===== src/include/dhcp_consts.svh =====
`ifndef DHCP_CONSTS_SVH
`define DHCP_CONSTS_SVH

// UDP ports
`define DHCP_SRV_PORT 16'd67
`define DHCP_CLI_PORT 16'd68

// BOOTP op and hardware type
`define DHCP_OP_REQUEST 8'd1
`define DHCP_OP_REPLY   8'd2
`define DHCP_HTYPE_ETH  8'd1
`define DHCP_HLEN_ETH   8'd6

// Option codes
`define DHCP_OPT_PAD         8'd0
`define DHCP_OPT_SUBNET_MASK 8'd1
`define DHCP_OPT_REQ_IP      8'd50
`define DHCP_OPT_LEASE_TIME  8'd51
`define DHCP_OPT_MSG_TYPE    8'd53
`define DHCP_OPT_SERVER_ID   8'd54
`define DHCP_OPT_END         8'd255

// Message types
`define DHCP_MSG_DISCOVER 8'd1
`define DHCP_MSG_OFFER    8'd2
`define DHCP_MSG_REQUEST  8'd3
`define DHCP_MSG_ACK      8'd5
`define DHCP_MSG_NAK      8'd6

// Byte offsets in the BOOTP header
`define DHCP_OFS_XID        16'd4
`define DHCP_OFS_FLAGS      16'd10
`define DHCP_OFS_YIADDR     16'd16
`define DHCP_OFS_CHADDR     16'd28
`define DHCP_OFS_COOKIE     16'd236
`define DHCP_OPTIONS_OFFSET 16'd240
`define DHCP_MAGIC_COOKIE   32'h63825363

`define DHCP_TX_LEN          16'd300
`define DHCP_TIMEOUT_DEFAULT 1000000 // Cycles per reply
`define DHCP_RETRIES_DEFAULT 3

`endif


===== src/source/dhcp_fsm_pkg.sv =====
`default_nettype none

package dhcp_fsm_pkg;

  // Receive option walker
  typedef enum logic [2:0] {
    header,
    opt_kind,
    opt_len,
    opt_data,
    skip
  } rx_state_t;

  // Client transaction
  typedef enum logic [2:0] {
    idle,
    send_discover,
    wait_offer,
    send_request,
    wait_ack,
    bound,
    failed
  } client_state_t;

endpackage

`default_nettype wire


===== src/source/dhcp_types_pkg.sv =====
`default_nettype none

package dhcp_types_pkg;

  // Addresses
  typedef logic [47:0] mac_addr_t;
  typedef logic [31:0] ipv4_t;

  // UDP side
  typedef logic [15:0] port_t;
  typedef logic [15:0] len_t;
  typedef logic [7:0]  byte_t;

  // DHCP fields
  typedef logic [31:0] xid_t;
  typedef logic [7:0]  msg_type_t;
  typedef logic [31:0] lease_t; // Seconds

endpackage

`default_nettype wire


===== src/source/dhcp_client.sv =====
`timescale 1ns/1ps
`default_nettype none
`include "dhcp_consts.svh"

module dhcp_client #(
  parameter dhcp_types_pkg::mac_addr_t MAC_ADDR = 48'h02_00_00_00_00_01,
  parameter int TIMEOUT_CYCLES = `DHCP_TIMEOUT_DEFAULT,
  parameter int RETRIES        = `DHCP_RETRIES_DEFAULT
) (
  input  logic                  clk,
  input  logic                  fsm_rst,
  input  dhcp_types_pkg::byte_t rx_d,
  input  logic                  rx_v,
  input  logic                  rx_sof,
  input  logic                  rx_eof,
  input  logic                  rx_err,
  input  dhcp_types_pkg::port_t rx_src_port,
  input  dhcp_types_pkg::len_t  rx_length,
  output dhcp_types_pkg::byte_t tx_d,
  output logic                  tx_v,
  output logic                  tx_sof,
  output logic                  tx_eof,
  input  logic                  ipv4_req,
  output dhcp_types_pkg::ipv4_t ipv4_addr,
  output dhcp_types_pkg::ipv4_t ipv4_mask,
  output logic                  ipv4_val,
  output logic                  ok,
  output logic                  timeout
);
  import dhcp_types_pkg::*;

  // Parser to core
  logic      msg_val;
  byte_t     msg_op;
  xid_t      msg_xid;
  msg_type_t msg_type;
  ipv4_t     msg_yiaddr, msg_server_id, msg_mask;
  lease_t    msg_lease;

  // Core to builder
  logic      tx_start, tx_busy;
  msg_type_t tx_type;
  xid_t      tx_xid;
  ipv4_t     tx_req_ip, tx_server_id;

  dhcp_rx_parser u_rx_parser (
    .clk           (clk),
    .fsm_rst       (fsm_rst),
    .rx_d          (rx_d),
    .rx_v          (rx_v),
    .rx_sof        (rx_sof),
    .rx_eof        (rx_eof),
    .rx_err        (rx_err),
    .rx_src_port   (rx_src_port),
    .rx_length     (rx_length),
    .msg_val       (msg_val),
    .msg_op        (msg_op),
    .msg_xid       (msg_xid),
    .msg_type      (msg_type),
    .msg_yiaddr    (msg_yiaddr),
    .msg_server_id (msg_server_id),
    .msg_mask      (msg_mask),
    .msg_lease     (msg_lease)
  );

  dhcp_client_core #(
    .TIMEOUT_CYCLES (TIMEOUT_CYCLES),
    .RETRIES        (RETRIES)
  ) u_client_core (
    .clk           (clk),
    .fsm_rst       (fsm_rst),
    .ipv4_req      (ipv4_req),
    .msg_val       (msg_val),
    .msg_op        (msg_op),
    .msg_xid       (msg_xid),
    .msg_type      (msg_type),
    .msg_yiaddr    (msg_yiaddr),
    .msg_server_id (msg_server_id),
    .msg_mask      (msg_mask),
    .msg_lease     (msg_lease),
    .tx_busy       (tx_busy),
    .tx_start      (tx_start),
    .tx_type       (tx_type),
    .tx_xid        (tx_xid),
    .tx_req_ip     (tx_req_ip),
    .tx_server_id  (tx_server_id),
    .ipv4_addr     (ipv4_addr),
    .ipv4_mask     (ipv4_mask),
    .ipv4_val      (ipv4_val),
    .ok            (ok),
    .timeout       (timeout)
  );

  dhcp_tx_builder #(
    .MAC_ADDR (MAC_ADDR)
  ) u_tx_builder (
    .clk          (clk),
    .fsm_rst      (fsm_rst),
    .tx_start     (tx_start),
    .tx_type      (tx_type),
    .tx_xid       (tx_xid),
    .tx_req_ip    (tx_req_ip),
    .tx_server_id (tx_server_id),
    .tx_d         (tx_d),
    .tx_v         (tx_v),
    .tx_sof       (tx_sof),
    .tx_eof       (tx_eof),
    .tx_busy      (tx_busy)
  );

endmodule

`default_nettype wire


===== src/source/dhcp_client_core.sv =====
`timescale 1ns/1ps
`default_nettype none
`include "dhcp_consts.svh"

module dhcp_client_core #(
  parameter int TIMEOUT_CYCLES = `DHCP_TIMEOUT_DEFAULT,
  parameter int RETRIES        = `DHCP_RETRIES_DEFAULT
) (
  input  logic                      clk,
  input  logic                      fsm_rst,
  input  logic                      ipv4_req,
  input  logic                      msg_val,
  input  dhcp_types_pkg::byte_t     msg_op,
  input  dhcp_types_pkg::xid_t      msg_xid,
  input  dhcp_types_pkg::msg_type_t msg_type,
  input  dhcp_types_pkg::ipv4_t     msg_yiaddr,
  input  dhcp_types_pkg::ipv4_t     msg_server_id,
  input  dhcp_types_pkg::ipv4_t     msg_mask,
  input  dhcp_types_pkg::lease_t    msg_lease,
  input  logic                      tx_busy,
  output logic                      tx_start,
  output dhcp_types_pkg::msg_type_t tx_type,
  output dhcp_types_pkg::xid_t      tx_xid,
  output dhcp_types_pkg::ipv4_t     tx_req_ip,
  output dhcp_types_pkg::ipv4_t     tx_server_id,
  output dhcp_types_pkg::ipv4_t     ipv4_addr,
  output dhcp_types_pkg::ipv4_t     ipv4_mask,
  output logic                      ipv4_val,
  output logic                      ok,
  output logic                      timeout
);
  import dhcp_types_pkg::*;
  import dhcp_fsm_pkg::*;

  localparam int WW = $clog2(TIMEOUT_CYCLES + 1);
  localparam int RW = $clog2(RETRIES + 2);
  localparam logic [WW-1:0] WAIT_MAX  = WW'(TIMEOUT_CYCLES - 1);
  localparam logic [RW-1:0] RETRY_MAX = RW'(RETRIES);

  client_state_t state;
  xid_t          xid_ctr;
  logic [WW-1:0] wait_cnt;
  logic [RW-1:0] retry_cnt;
  logic          reply_ok, offer_hit, ack_hit, nak_hit, wait_done, restart;
  logic          disc_go, req_go;

  // Only replies to our own transaction count
  assign reply_ok  = msg_val && (msg_op == `DHCP_OP_REPLY) && (msg_xid == tx_xid);
  assign offer_hit = reply_ok && state == wait_offer && msg_type == `DHCP_MSG_OFFER;
  assign ack_hit   = reply_ok && state == wait_ack && msg_type == `DHCP_MSG_ACK &&
                     msg_lease != '0; // ACK always carries a lease
  assign nak_hit   = reply_ok && state == wait_ack && msg_type == `DHCP_MSG_NAK;
  assign wait_done = !tx_busy && wait_cnt == WAIT_MAX &&
                     (state == wait_offer || state == wait_ack);
  assign restart   = nak_hit || (wait_done && !offer_hit && !ack_hit);

  assign disc_go = !tx_busy && (state == send_discover ||
                   (ipv4_req && (state == idle || state == failed || state == bound)));
  assign req_go  = !tx_busy && (state == send_request || offer_hit);

  always_ff @(posedge clk) begin
    if (fsm_rst) begin
      state     <= idle;
      xid_ctr   <= '0;
      wait_cnt  <= '0;
      retry_cnt <= '0;
      tx_start  <= 1'b0;
      ipv4_val  <= 1'b0;
      ok        <= 1'b0;
      timeout   <= 1'b0;
    end else begin
      xid_ctr  <= xid_ctr + 32'd1;
      tx_start <= 1'b0;
      ok       <= 1'b0;
      timeout  <= 1'b0;
      wait_cnt <= tx_busy ? '0 : wait_cnt + 1'b1; // Runs once the packet is out
      case (state)
        idle, failed, bound: begin
          if (ipv4_req) begin
            ipv4_val  <= 1'b0;
            retry_cnt <= '0;
            state     <= send_discover;
          end
        end
        wait_offer: if (offer_hit) state <= send_request;
        wait_ack: begin
          if (ack_hit) begin
            ipv4_val <= 1'b1;
            ok       <= 1'b1;
            state    <= bound;
          end
        end
        default: ;
      endcase
      if (restart) begin
        if (retry_cnt == RETRY_MAX) begin
          timeout <= 1'b1;
          state   <= failed;
        end else begin
          retry_cnt <= retry_cnt + 1'b1;
          state     <= send_discover;
        end
      end
      if (disc_go || req_go) begin
        tx_start <= 1'b1;
        wait_cnt <= '0;
        state    <= disc_go ? wait_offer : wait_ack;
      end
    end
  end

  always_ff @(posedge clk) begin
    if (disc_go) begin
      tx_type <= `DHCP_MSG_DISCOVER;
      tx_xid  <= xid_ctr; // Fresh xid per attempt
    end
    if (req_go) tx_type <= `DHCP_MSG_REQUEST;
    if (offer_hit) begin
      tx_req_ip    <= msg_yiaddr;
      tx_server_id <= msg_server_id;
    end
    if (ack_hit) begin
      ipv4_addr <= msg_yiaddr;
      ipv4_mask <= msg_mask;
    end
  end

endmodule

`default_nettype wire


===== src/source/dhcp_rx_parser.sv =====
`timescale 1ns/1ps
`default_nettype none
`include "dhcp_consts.svh"

module dhcp_rx_parser (
  input  logic                     clk,
  input  logic                     fsm_rst,
  input  dhcp_types_pkg::byte_t    rx_d,
  input  logic                     rx_v,
  input  logic                     rx_sof,
  input  logic                     rx_eof,
  input  logic                     rx_err,
  input  dhcp_types_pkg::port_t    rx_src_port,
  input  dhcp_types_pkg::len_t     rx_length,
  output logic                     msg_val,
  output dhcp_types_pkg::byte_t    msg_op,
  output dhcp_types_pkg::xid_t     msg_xid,
  output dhcp_types_pkg::msg_type_t msg_type,
  output dhcp_types_pkg::ipv4_t    msg_yiaddr,
  output dhcp_types_pkg::ipv4_t    msg_server_id,
  output dhcp_types_pkg::ipv4_t    msg_mask,
  output dhcp_types_pkg::lease_t   msg_lease
);
  import dhcp_types_pkg::*;
  import dhcp_fsm_pkg::*;

  rx_state_t state, cur_state;
  len_t      byte_cnt, ofs, exp_len, len_now;
  byte_t     kind, opt_length, opt_cnt;
  logic      receiving, port_ok, err_seen, end_seen;
  logic      active, port_now, err_now, end_now, pkt_good;

  // First byte restarts everything
  assign active    = rx_v && (rx_sof || receiving);
  assign ofs       = rx_sof ? '0 : byte_cnt;
  assign cur_state = rx_sof ? header : state;

  assign port_now = rx_sof ? (rx_src_port == `DHCP_SRV_PORT) : port_ok;
  assign err_now  = (!rx_sof && err_seen) || rx_err;
  assign len_now  = rx_sof ? rx_length : exp_len;
  assign end_now  = (!rx_sof && end_seen) ||
                    (cur_state == opt_kind && rx_d == `DHCP_OPT_END);
  assign pkt_good = port_now && !err_now && end_now && (ofs + 16'd1 == len_now);

  ////////////////////////////////////////
  // Packet control
  ////////////////////////////////////////

  always_ff @(posedge clk) begin
    if (fsm_rst) begin
      state     <= header;
      byte_cnt  <= '0;
      receiving <= 1'b0;
      port_ok   <= 1'b0;
      err_seen  <= 1'b0;
      end_seen  <= 1'b0;
      msg_val   <= 1'b0;
    end else begin
      msg_val <= 1'b0;
      if (active) begin
        byte_cnt  <= ofs + 16'd1;
        receiving <= !rx_eof;
        port_ok   <= port_now;
        err_seen  <= err_now;
        end_seen  <= end_now;
        msg_val   <= rx_eof && pkt_good;
        case (cur_state)
          header: state <= (ofs == `DHCP_OPTIONS_OFFSET - 16'd1) ? opt_kind : header;
          opt_kind: begin
            if (rx_d == `DHCP_OPT_END) state <= skip;
            else if (rx_d != `DHCP_OPT_PAD) state <= opt_len; // PAD is one byte
            else state <= opt_kind;
          end
          opt_len:  state <= (rx_d == 8'd0) ? opt_kind : opt_data;
          opt_data: state <= (opt_cnt == opt_length - 8'd1) ? opt_kind : opt_data;
          default:  state <= skip; // Trailing pad after END
        endcase
      end
    end
  end

  ////////////////////////////////////////
  // Field capture
  ////////////////////////////////////////

  always_ff @(posedge clk) begin
    if (active) begin
      if (rx_sof) begin
        exp_len       <= rx_length;
        msg_type      <= '0;
        msg_server_id <= '0;
        msg_mask      <= '0;
        msg_lease     <= '0;
      end
      if (ofs == 16'd0) msg_op <= rx_d;
      if (ofs >= `DHCP_OFS_XID && ofs < `DHCP_OFS_XID + 16'd4)
        msg_xid <= {msg_xid[23:0], rx_d};
      if (ofs >= `DHCP_OFS_YIADDR && ofs < `DHCP_OFS_YIADDR + 16'd4)
        msg_yiaddr <= {msg_yiaddr[23:0], rx_d};
      case (cur_state)
        opt_kind: kind <= rx_d;
        opt_len: begin
          opt_length <= rx_d;
          opt_cnt    <= 8'd0;
        end
        opt_data: begin
          opt_cnt <= opt_cnt + 8'd1;
          case (kind)
            `DHCP_OPT_MSG_TYPE:    msg_type      <= rx_d;
            `DHCP_OPT_SERVER_ID:   msg_server_id <= {msg_server_id[23:0], rx_d};
            `DHCP_OPT_SUBNET_MASK: msg_mask      <= {msg_mask[23:0], rx_d};
            `DHCP_OPT_LEASE_TIME:  msg_lease     <= {msg_lease[23:0], rx_d};
            default: ; // Unknown option, just walked over
          endcase
        end
        default: ;
      endcase
    end
  end

endmodule

`default_nettype wire


===== src/source/dhcp_tx_builder.sv =====
`timescale 1ns/1ps
`default_nettype none
`include "dhcp_consts.svh"

module dhcp_tx_builder #(
  parameter dhcp_types_pkg::mac_addr_t MAC_ADDR = 48'h02_00_00_00_00_01
) (
  input  logic                      clk,
  input  logic                      fsm_rst,
  input  logic                      tx_start,
  input  dhcp_types_pkg::msg_type_t tx_type,
  input  dhcp_types_pkg::xid_t      tx_xid,
  input  dhcp_types_pkg::ipv4_t     tx_req_ip,
  input  dhcp_types_pkg::ipv4_t     tx_server_id,
  output dhcp_types_pkg::byte_t     tx_d,
  output logic                      tx_v,
  output logic                      tx_sof,
  output logic                      tx_eof,
  output logic                      tx_busy
);
  import dhcp_types_pkg::*;

  msg_type_t lat_type;
  xid_t      lat_xid;
  ipv4_t     lat_req_ip, lat_server_id;
  len_t      byte_cnt, sel_cnt, rel, mac_k;
  byte_t     sel_byte;
  logic      is_req;

  // Big-endian byte k of a 32-bit word
  function automatic byte_t word_byte(input logic [31:0] w, input len_t k);
    return w[8*(3 - k[1:0]) +: 8];
  endfunction

  assign sel_cnt = tx_v ? byte_cnt : '0;
  assign rel     = sel_cnt - `DHCP_OPTIONS_OFFSET;
  assign mac_k   = sel_cnt - `DHCP_OFS_CHADDR;
  assign is_req  = (lat_type == `DHCP_MSG_REQUEST);
  assign tx_busy = tx_v;

  ////////////////////////////////////////
  // Byte select
  ////////////////////////////////////////

  always_comb begin
    sel_byte = 8'h00;
    if (sel_cnt >= `DHCP_OPTIONS_OFFSET) begin
      case (rel)
        16'd0:  sel_byte = `DHCP_OPT_MSG_TYPE;
        16'd1:  sel_byte = 8'd1;
        16'd2:  sel_byte = lat_type;
        16'd3:  sel_byte = is_req ? `DHCP_OPT_REQ_IP : `DHCP_OPT_END;
        16'd4, 16'd10: sel_byte = is_req ? 8'd4 : 8'd0;
        16'd5, 16'd6, 16'd7, 16'd8:
          sel_byte = is_req ? word_byte(lat_req_ip, rel - 16'd5) : 8'd0;
        16'd9:  sel_byte = is_req ? `DHCP_OPT_SERVER_ID : 8'd0;
        16'd11, 16'd12, 16'd13, 16'd14:
          sel_byte = is_req ? word_byte(lat_server_id, rel - 16'd11) : 8'd0;
        16'd15: sel_byte = is_req ? `DHCP_OPT_END : 8'd0;
        default: sel_byte = 8'h00; // Zero padding
      endcase
    end else if (sel_cnt >= `DHCP_OFS_COOKIE) begin
      sel_byte = word_byte(`DHCP_MAGIC_COOKIE, sel_cnt - `DHCP_OFS_COOKIE);
    end else if (sel_cnt >= `DHCP_OFS_CHADDR && sel_cnt < `DHCP_OFS_CHADDR + 16'd6) begin
      sel_byte = MAC_ADDR[8*(5 - mac_k[2:0]) +: 8];
    end else if (sel_cnt == `DHCP_OFS_FLAGS) begin
      sel_byte = 8'h80; // Broadcast reply
    end else if (sel_cnt >= `DHCP_OFS_XID && sel_cnt < `DHCP_OFS_XID + 16'd4) begin
      sel_byte = word_byte(lat_xid, sel_cnt - `DHCP_OFS_XID);
    end else if (sel_cnt == 16'd2) begin
      sel_byte = `DHCP_HLEN_ETH;
    end else if (sel_cnt == 16'd1) begin
      sel_byte = `DHCP_HTYPE_ETH;
    end else if (sel_cnt == 16'd0) begin
      sel_byte = `DHCP_OP_REQUEST;
    end
  end

  ////////////////////////////////////////
  // Stream control
  ////////////////////////////////////////

  always_ff @(posedge clk) begin
    if (fsm_rst) begin
      tx_v     <= 1'b0;
      tx_sof   <= 1'b0;
      tx_eof   <= 1'b0;
      byte_cnt <= '0;
    end else begin
      tx_sof <= 1'b0;
      if (!tx_v) begin
        if (tx_start) begin
          tx_v     <= 1'b1;
          tx_sof   <= 1'b1;
          byte_cnt <= 16'd1;
        end
      end else if (tx_eof) begin
        tx_v   <= 1'b0;
        tx_eof <= 1'b0;
      end else begin
        tx_eof   <= (byte_cnt == `DHCP_TX_LEN - 16'd1);
        byte_cnt <= byte_cnt + 16'd1;
      end
    end
  end

  always_ff @(posedge clk) begin
    tx_d <= sel_byte;
    if (!tx_v && tx_start) begin
      lat_type      <= tx_type;
      lat_xid       <= tx_xid;
      lat_req_ip    <= tx_req_ip;
      lat_server_id <= tx_server_id;
    end
  end

endmodule

`default_nettype wire


===== config.mk =====
export PLATFORM = sky130hd
export DESIGN_NAME = dhcp_client
export DESIGN_NICKNAME = d
export VERILOG_FILES = /design/src/source/dhcp_fsm_pkg.sv /design/src/source/dhcp_types_pkg.sv /design/src/source/dhcp_client.sv /design/src/source/dhcp_client_core.sv /design/src/source/dhcp_rx_parser.sv /design/src/source/dhcp_tx_builder.sv
export VERILOG_INCLUDE_DIRS = /design/src /design/src/include
export SDC_FILE = /design/constraint.sdc
export NUM_CORES = 1
export LEC_CHECK = 0
export BUFFER_PORTS_ARGS = -buffer_cell sky130_fd_sc_hd__buf_4
export CAP_MARGIN = 30
export CORE_AREA = 2 2 245 186
export CTS_BUF_LIST = sky130_fd_sc_hd__clkbuf_4 sky130_fd_sc_hd__clkbuf_8 sky130_fd_sc_hd__clkbuf_16
export DETAILED_ROUTE_END_ITERATION = 8
export DIE_AREA = 0 0 247 188
export GPL_ROUTABILITY_DRIVEN = 0
export PLACE_DENSITY = 0.71
export SYNTH_ARGS = -nofsm -noshare
export SYNTH_HDL_FRONTEND = slang
export SYNTH_SLANG_ARGS = --single-unit

===== constraint.sdc =====
create_clock -name clk -period 25.3 [get_ports clk]
set_input_delay 2.53 -clock clk [delete_from_list [all_inputs] [get_ports clk]]
set_output_delay 2.53 -clock clk [all_outputs]
set_load 0.005 [all_outputs]

# [Word-level counts from Yosys, hierarchy flattened]
# Cells that the tools add are included.
[word_totals] register_bits=587 elab_cells=265
[classes] order_cmp=10 addsub=18 muxes=64 n_bitwise=3 eq_ne=50 shift=5 n_reduce_logical=74
[ops] operator="2-to-1 mux 32 bit" count=9
[ops] operator="equality test 16 x 4 -> 1 bit, second input constant" count=9
[ops] operator="2-to-1 mux 8 bit" count=14
[ops] operator="indexed part select 32 x 33 -> 8 bit" count=3
[ops] operator="2-to-1 mux 16 bit" count=6
[ops] operator="case mux 8 bit (9 select lines)" count=1
[ops] operator="equality test 16 x 3 -> 1 bit, second input constant" count=4
[ops] operator="equality test 16 x 2 -> 1 bit, second input constant" count=3
[ops] operator="zero test 16 bit" count=3
[ops] operator="indexed part select 48 x 33 -> 8 bit, first input constant" count=1
[ops] operator="2-to-1 mux 3 bit" count=14
[ops] operator="indexed part select 32 x 33 -> 8 bit, first input constant" count=1
[ops] operator="adder 16 x 1 -> 16 bit, second input constant" count=2
[ops] operator="adder 32 x 1 -> 32 bit, second input constant" count=1
[ops] operator="equality test 16 x 1 -> 1 bit, second input constant" count=2
[ops] operator="equality test 32 bit" count=1
[ops] operator="greater-or-equal comparator 16 x 3 -> 1 bit, second input constant" count=2
[ops] operator="greater-or-equal comparator 16 x 5 -> 1 bit, second input constant" count=2
[ops] operator="greater-or-equal comparator 16 x 8 -> 1 bit, second input constant" count=2
[ops] operator="less-than comparator 16 x 4 -> 1 bit, second input constant" count=2
[ops] operator="nonzero test 32 bit" count=1
[ops] operator="logical AND 1 bit" count=28
[ops] operator="equality test 8 x 6 -> 1 bit, second input constant" count=3
[ops] operator="adder 20 x 1 -> 20 bit, second input constant" count=1
[ops] operator="48 further kinds" count=109

# [Longest topological paths before layout]
[depth] ltp_word=11 depth_mapped=13 mapped_depth_nobuf=10

# [Modules after synthesis]
# Synthesis repeated with hierarchy kept, for this count alone.
[hier_totals] hier_cells=1889 hier_area_um2=24347.1
[modules_own_cells] module="dhcp_rx_parser" seq_area_each_um2=6966.7 area_each_um2=10532.6 cells_each=926 n_inst=1
[modules_own_cells] module="dhcp_client_core" seq_area_each_um2=6065.8 area_each_um2=8210.4 cells_each=568 n_inst=1
[modules_own_cells] module="dhcp_tx_builder" seq_area_each_um2=3663.5 area_each_um2=5604.1 cells_each=395 n_inst=1

# [Least setup slack after synthesis]
# No wires, ideal clock.
[synth_path] path_type="reg2reg" start="reg u_client_core.tx_xid[23]" end="reg u_client_core.state[1]" setup_time_ps=136 required_ps=25164 synth_period_minus_slack_ps=8368 arrival_time_ps=8232 path_stages_with_launch=8 n_path_buf=0 slack_ps=16932 cell_sequence="edfxtp_1 -> xor2_1 -> or4_1 -> nor3_1 -> nand2_1 -> nor4_1 -> a211o_1 -> o32ai_1"
[synth_via] elab_chain_len=10
[synth_rtl] element="from (decl)" line_no="dhcp_client_core.sv:23" rtl="output dhcp_types_pkg::xid_t tx_xid,"
[synth_rtl] element="from (signal assigned)" line_no="dhcp_client_core.sv:115" rtl="tx_xid <= xid_ctr;"
[synth_rtl] element="equality test 32 bit (*)" line_no="dhcp_client_core.sv:48" rtl="assign reply_ok = msg_val && (msg_op == `DHCP_OP_REPLY) && (msg_xid == tx_xid);"
[synth_rtl] element="logical AND 1 bit (*)" line_no="dhcp_client_core.sv:48"
[synth_rtl] element="logical AND 1 bit (*)" line_no="dhcp_client_core.sv:49" rtl="assign offer_hit = reply_ok && state == wait_offer && msg_type == `DHCP_MSG_OFFER;"
[synth_rtl] element="logical AND 1 bit (no line) (*)"
[synth_rtl] element="net u_client_core.offer_hit" line_no="dhcp_client_core.sv:44" rtl="logic reply_ok, offer_hit, ack_hit, nak_hit, wait_done, restart;"
[synth_rtl] element="zero test 1 bit" line_no="dhcp_client_core.sv:55" rtl="assign restart = nak_hit || (wait_done && !offer_hit && !ack_hit);"
[synth_rtl] element="logical AND 1 bit (2 in series)" line_no="dhcp_client_core.sv:55"
[synth_rtl] element="logical OR 1 bit" line_no="dhcp_client_core.sv:55"
[synth_rtl] element="inequality test 4 x 2 -> 1 bit (no line) (tied with other cells)"
[synth_rtl] element="AND reduction 4 bit (no line) / 2-to-1 mux 3 bit (equally long branches)"
[synth_rtl] element="to (signal assigned)" line_no="dhcp_client_core.sv:63" rtl="state <= idle;"
[synth_rtl] element="to (signal assigned)" line_no="dhcp_client_core.sv:82" rtl="state <= send_discover;"
[synth_rtl] element="to (signal assigned)" line_no="dhcp_client_core.sv:85" rtl="wait_offer: if (offer_hit) state <= send_request;"
[synth_rtl] element="to (decl)" line_no="dhcp_client_core.sv:40" rtl="client_state_t state;"
# Mark *: on every way through the listed nets, which the timed path passes. The rest lies on a longest branch.
# A chain may end at the register's enable or synchronous reset.

# [Worst setup path in the final report]
[layout_path] start="in rx_sof" end="reg u_rx_parser.msg_val"
[layout_via] elab_chain_len=8
[layout_rtl] element="from (decl)" line_no="dhcp_client.sv:14" rtl="input logic rx_sof,"
[layout_rtl] element="branches (longest 8 deep; another with adder 16 x 1 -> 16 bit)"
[layout_rtl] element="to (signal assigned)" line_no="dhcp_rx_parser.sv:66" rtl="msg_val <= rx_eof && pkt_good;"
[layout_rtl] element="to (decl)" line_no="dhcp_rx_parser.sv:15" rtl="output logic msg_val,"
# Several ways; the timed one is not identified.

==> flow_summary.rst <==
.. list-table::
   :header-rows: 1

   * - Metric
     - Value
   * - Outcome
     - completed
   * - Total leakage power
     - 9.08 nW
   * - Syn. warnings
     - 0
   * - Drt first-iter violations
     - 1395
   * - Max clock buf depth
     - 3
   * - Die Outline Area
     - 46400 um2
   * - Dominant combinational cell family by area after synthesis
     - simple AND/OR/NAND/NOR gates
   * - Crit path launch
     - rx_sof
   * - Count of buffers added by post-CTS timing repair for setup
     - 0
   * - Remaining max-slew budget at the tightest pin
     - 0.327
   * - Mux contribution to synthesized area
     - 0.0246
   * - Clk pin slew, worst setup/hold paths
     - 60 ps
   * - Number of H-tree levels
     - 2
   * - Via count normalized by instance count
     - 5.65
   * - Max IR drop VDD
     - 54.6 uV
   * - Core Footprint
     - 44200 um2
   * - Clock root buffer
     - clkbuf_16
   * - Required time of the critical path
     - 25830 ps
   * - Worst setup slack after layout
     - 20040 ps
   * - Cts bufs inserted
     - 54
   * - Post-Syn Nets
     - 1901
   * - Effective utilization at floorplan
     - 0.542
   * - Largest net degree at the start of global routing
     - 125
   * - Sum of routed wire length over all layers
     - 48300 um
   * - Global-route wire length before repair
     - 76200 um
   * - Final HPWL from detailed placement
     - 30800 um
   * - Clock Sink Count
     - 587
   * - Number of flops mapped to enable cells by yosys
     - 473
   * - Die height
     - 188 um
   * - Worst Max-Slew Pin Slew
     - 1010 ps
   * - Arrival time worst endpoint
     - 5800 ps
   * - TritonCTS clock tree
     - yes
   * - Hold violation count in the final report
     - 0
   * - Endpoint kind of the worst setup timing path
     - flip-flop
   * - Source of the worst register-to-register timing path
     - u_tx_builder.byte_cnt[0]
   * - Sw Share
     - 0.241
   * - Min-Delay Path Class
     - reg2reg
   * - Number of flip-flops and latches in the synthesized netlist
     - 587
   * - Cell types occupying the most area after synthesis
     - edfxtp_1 59%, dfxtp_1 9.5%, nand2_1 3.2%
   * - Clock skew after layout
     - 23.0 ps
   * - P&R area growth vs syn
     - 14.4%
   * - Highest cell delay on the worst timing path
     - 550 ps
   * - Setup slack of the worst register-to-register path
     - 21430 ps
   * - Number of iterations in the first detailed-routing pass
     - 5
   * - Area of the multi-input gates
     - 7070 um2
   * - Switching power total
     - 0.538 mW
   * - Number of nets still failing antenna checks after routing
     - 0
   * - Antenna violations before repair
     - 2
   * - Pre-CTS setup slack
     - 19440 ps
   * - Post-detailed-route DRC marker count
     - 0
   * - Post-Synth XOR/XNOR Area
     - 0.0444
   * - Filler cell count in the final layout
     - 3281
   * - Post-Synthesis Cells
     - 1839
   * - Antenna diodes
     - 0
   * - Crit Path Max Fanout
     - 124
   * - Avg Inst Size Synth
     - 13.0 um2
   * - Pwr Density
     - 81.6 nW/um2
   * - Worst hold margin
     - 403 ps
   * - Clock network fraction of design power
     - 0.376
   * - RSZ-0062 raised after global routing
     - no
   * - Setup total negative slack
     - 0 ps
   * - Skew-Pair Late Insertion Delay
     - 600 ps
   * - Total of max-cap violations
     - 0
   * - Startpoint-to-endpoint class of the critical path
     - in2reg
   * - Fraction of registers with async set/reset
     - 0
   * - Hold bufs inserted after CTS
     - 0
   * - Slowest cell on the critical path
     - nor4_2
   * - Top sig layer
     - met5
   * - Chip Width
     - 247 um
   * - Std-Cell Rows
     - 67
   * - Critical path capture point
     - u_rx_parser.msg_val
   * - GR Overflow Total
     - 0
   * - Total routing usage reported by global routing
     - 0.208
   * - Post-synthesis instance area
     - 24000 um2
   * - Cell variety after synth
     - 75
   * - Final max-slew violation count
     - 0
   * - Cell accounting for the most synthesized area
     - edfxtp_1
   * - Worst Setup Start Kind
     - primary input
   * - Maximum clock rate
     - 190 MHz
   * - Sequential fraction of the synthesis area
     - 0.688
   * - Port bufs
     - 124
   * - Adder-Cell Fraction of Synth Area
     - 0.00783
   * - Post-cts repair resize count
     - 0
   * - Share of power burned in combinational logic
     - 0.091
   * - Logic depth of the worst register-to-register path
     - 8
   * - Share of the synthesized area in the top cell type
     - 0.593
   * - Total internal power
     - 1.70 mW
   * - Routed wire length per instance
     - 18.6 um
   * - Seq pwr share
     - 0.532
   * - Setup violation total in the final timing report
     - 0
   * - Routed metal-1 wirelength
     - 22400 um
   * - Synth Area in Compound Gates
     - 0.0690
   * - Period Utilization, post-route
     - 0.208
   * - Overall via count from detail_route
     - 14600
   * - Share of synthesized cell area in and, or, nand and nor gates
     - 0.148
   * - Min cycle time layout
     - 5260 ps
   * - Vias in the first global route
     - 13800
   * - Endpoint of the lowest-slack register-to-register path
     - u_tx_builder.tx_d[6]
   * - Proportion of layout cells with a drive suffix above 1
     - 0.148
   * - Met2 wire length
     - 21900 um
   * - Critical path, cell by cell
     - buf_4 > buf_4 > nor2b_1 > ha_1 > nand3_1 > nor4_2 > nor2b_1 > xor2_1 > nor3_1 > nor4bb_1 > o2111a_1
   * - Sequential Area
     - 16500 um2
   * - Most used flip-flop cell after synthesis
     - edfxtp_1
   * - Layout net count
     - 2020
   * - Number of ports placed on the die boundary
     - 125
   * - Length of routed met3 wiring
     - 2970 um
## layer usage
layer  GRT usage  vias to the layer above
met2       0.315                      446
met3      0.0341                       84
met5           0                        -
met4      0.0561                        2
met1       0.313                     7112
li1            -                     7002
## worst min-delay path by stage
stage                                   start                        endpoint  slack [ps]  cells after the start
6_report       u_client_core.tx_server_id[15]  u_tx_builder.lat_server_id[15]         400                      0
5_1_grt         u_client_core.tx_server_id[7]   u_tx_builder.lat_server_id[7]         410                      0
4_1_cts        u_client_core.tx_server_id[15]  u_tx_builder.lat_server_id[15]         400                      0
3_5_place_dp       u_client_core.tx_req_ip[0]      u_tx_builder.lat_req_ip[0]         400                      0
3_3_place_gp    u_client_core.tx_server_id[1]   u_tx_builder.lat_server_id[1]         400                      0
2_1_floorplan      u_client_core.tx_req_ip[0]      u_tx_builder.lat_req_ip[0]         400                      0
## cell families after synthesis
group,Yosys count
compound gates,281
xor+xnor,120
fa+ha+maj,15
buf+inv,113
flops,587
mux,37
simple gates,686
## critical path, delay by kind of cell
family,cells,cell delay [ps]
AND/OR/NAND/NOR,6,1870
buffers and inverters,2,710
adder cells (fa/ha/maj),1,290
XOR/XNOR,1,100
AO/OA/AOI/OAI,1,230
## cell usage in the layout, fill, tap and decap left out, types with 15 or more instances in the layout
cell,synthesis,routed
nand4_1,35,35
xnor2_1,61,61
a21oi_1,48,48
nor3_1,23,23
mux2_2,16,16
clkbuf_16,0,55
o21ai_0,144,144
nor4_1,32,29
buf_4,0,135
edfxtp_1,473,473
nor2_1,124,123
inv_1,35,33
mux4_2,16,16
ha_1,15,15
nand2b_1,110,110
dfxtp_1,114,114
or3_1,25,25
nand3_1,42,42
xor2_1,58,58
nor2b_1,19,18
nand2_1,203,203
## cells in the mapped netlist, types with 5 or more instances
cell type / number
and4_1: 5
nand3b_1: 10
or2_2: 5
nand2_1: 203
buf_2: 14
xor2_1: 58
mux2_2: 16
edfxtp_1: 473
mux2i_1: 5
xnor2_1: 61
nor2_1: 124
nor4_1: 32
dfxtp_1: 114
nor2b_1: 19
buf_1: 7
o21ai_0: 144
nand3_1: 42
inv_1: 35
nor3_1: 23
nand2b_1: 110
o22ai_1: 7
a211oi_1: 12
ha_1: 15
or4_1: 9
a22oi_1: 14
nand4_1: 35
or3_1: 25
clkbuf_1: 56
o21ai_1: 13
and3_1: 13
mux4_2: 16
a21oi_1: 48
## final cells by class
type                       count  area share
sequential                   587       0.601
multi-input combinational   1139       0.258
clock buffer                  65      0.0539
timing repair buffer         140      0.0401
tap                          586      0.0267
clock inverter                37      0.0149
inverter                      36     0.00507
## through the flow
stage               power, mW  cells   util  instance area (um2)
floorplan                1.33   1839      -                24000
global placement         1.40   2483  0.576                25400
detailed placement       1.41   2486  0.578                25500
CTS                      2.25   2588  0.620                27400
global route             2.32   2590  0.620                27400
finish                   2.24   2590  0.620                27400
## power by group through the flow
stage | Clock [mW] | Combinational (mW) | Sequential (mW)
2_1_floorplan | 0 | 0.141 | 1.19
3_3_place_gp | 0 | 0.189 | 1.21
3_5_place_dp | 0 | 0.203 | 1.21
4_1_cts | 0.856 | 0.205 | 1.19
5_1_grt | 0.895 | 0.223 | 1.20
6_report | 0.842 | 0.204 | 1.19
No activity file was read; power rests on OpenSTA's default activity.
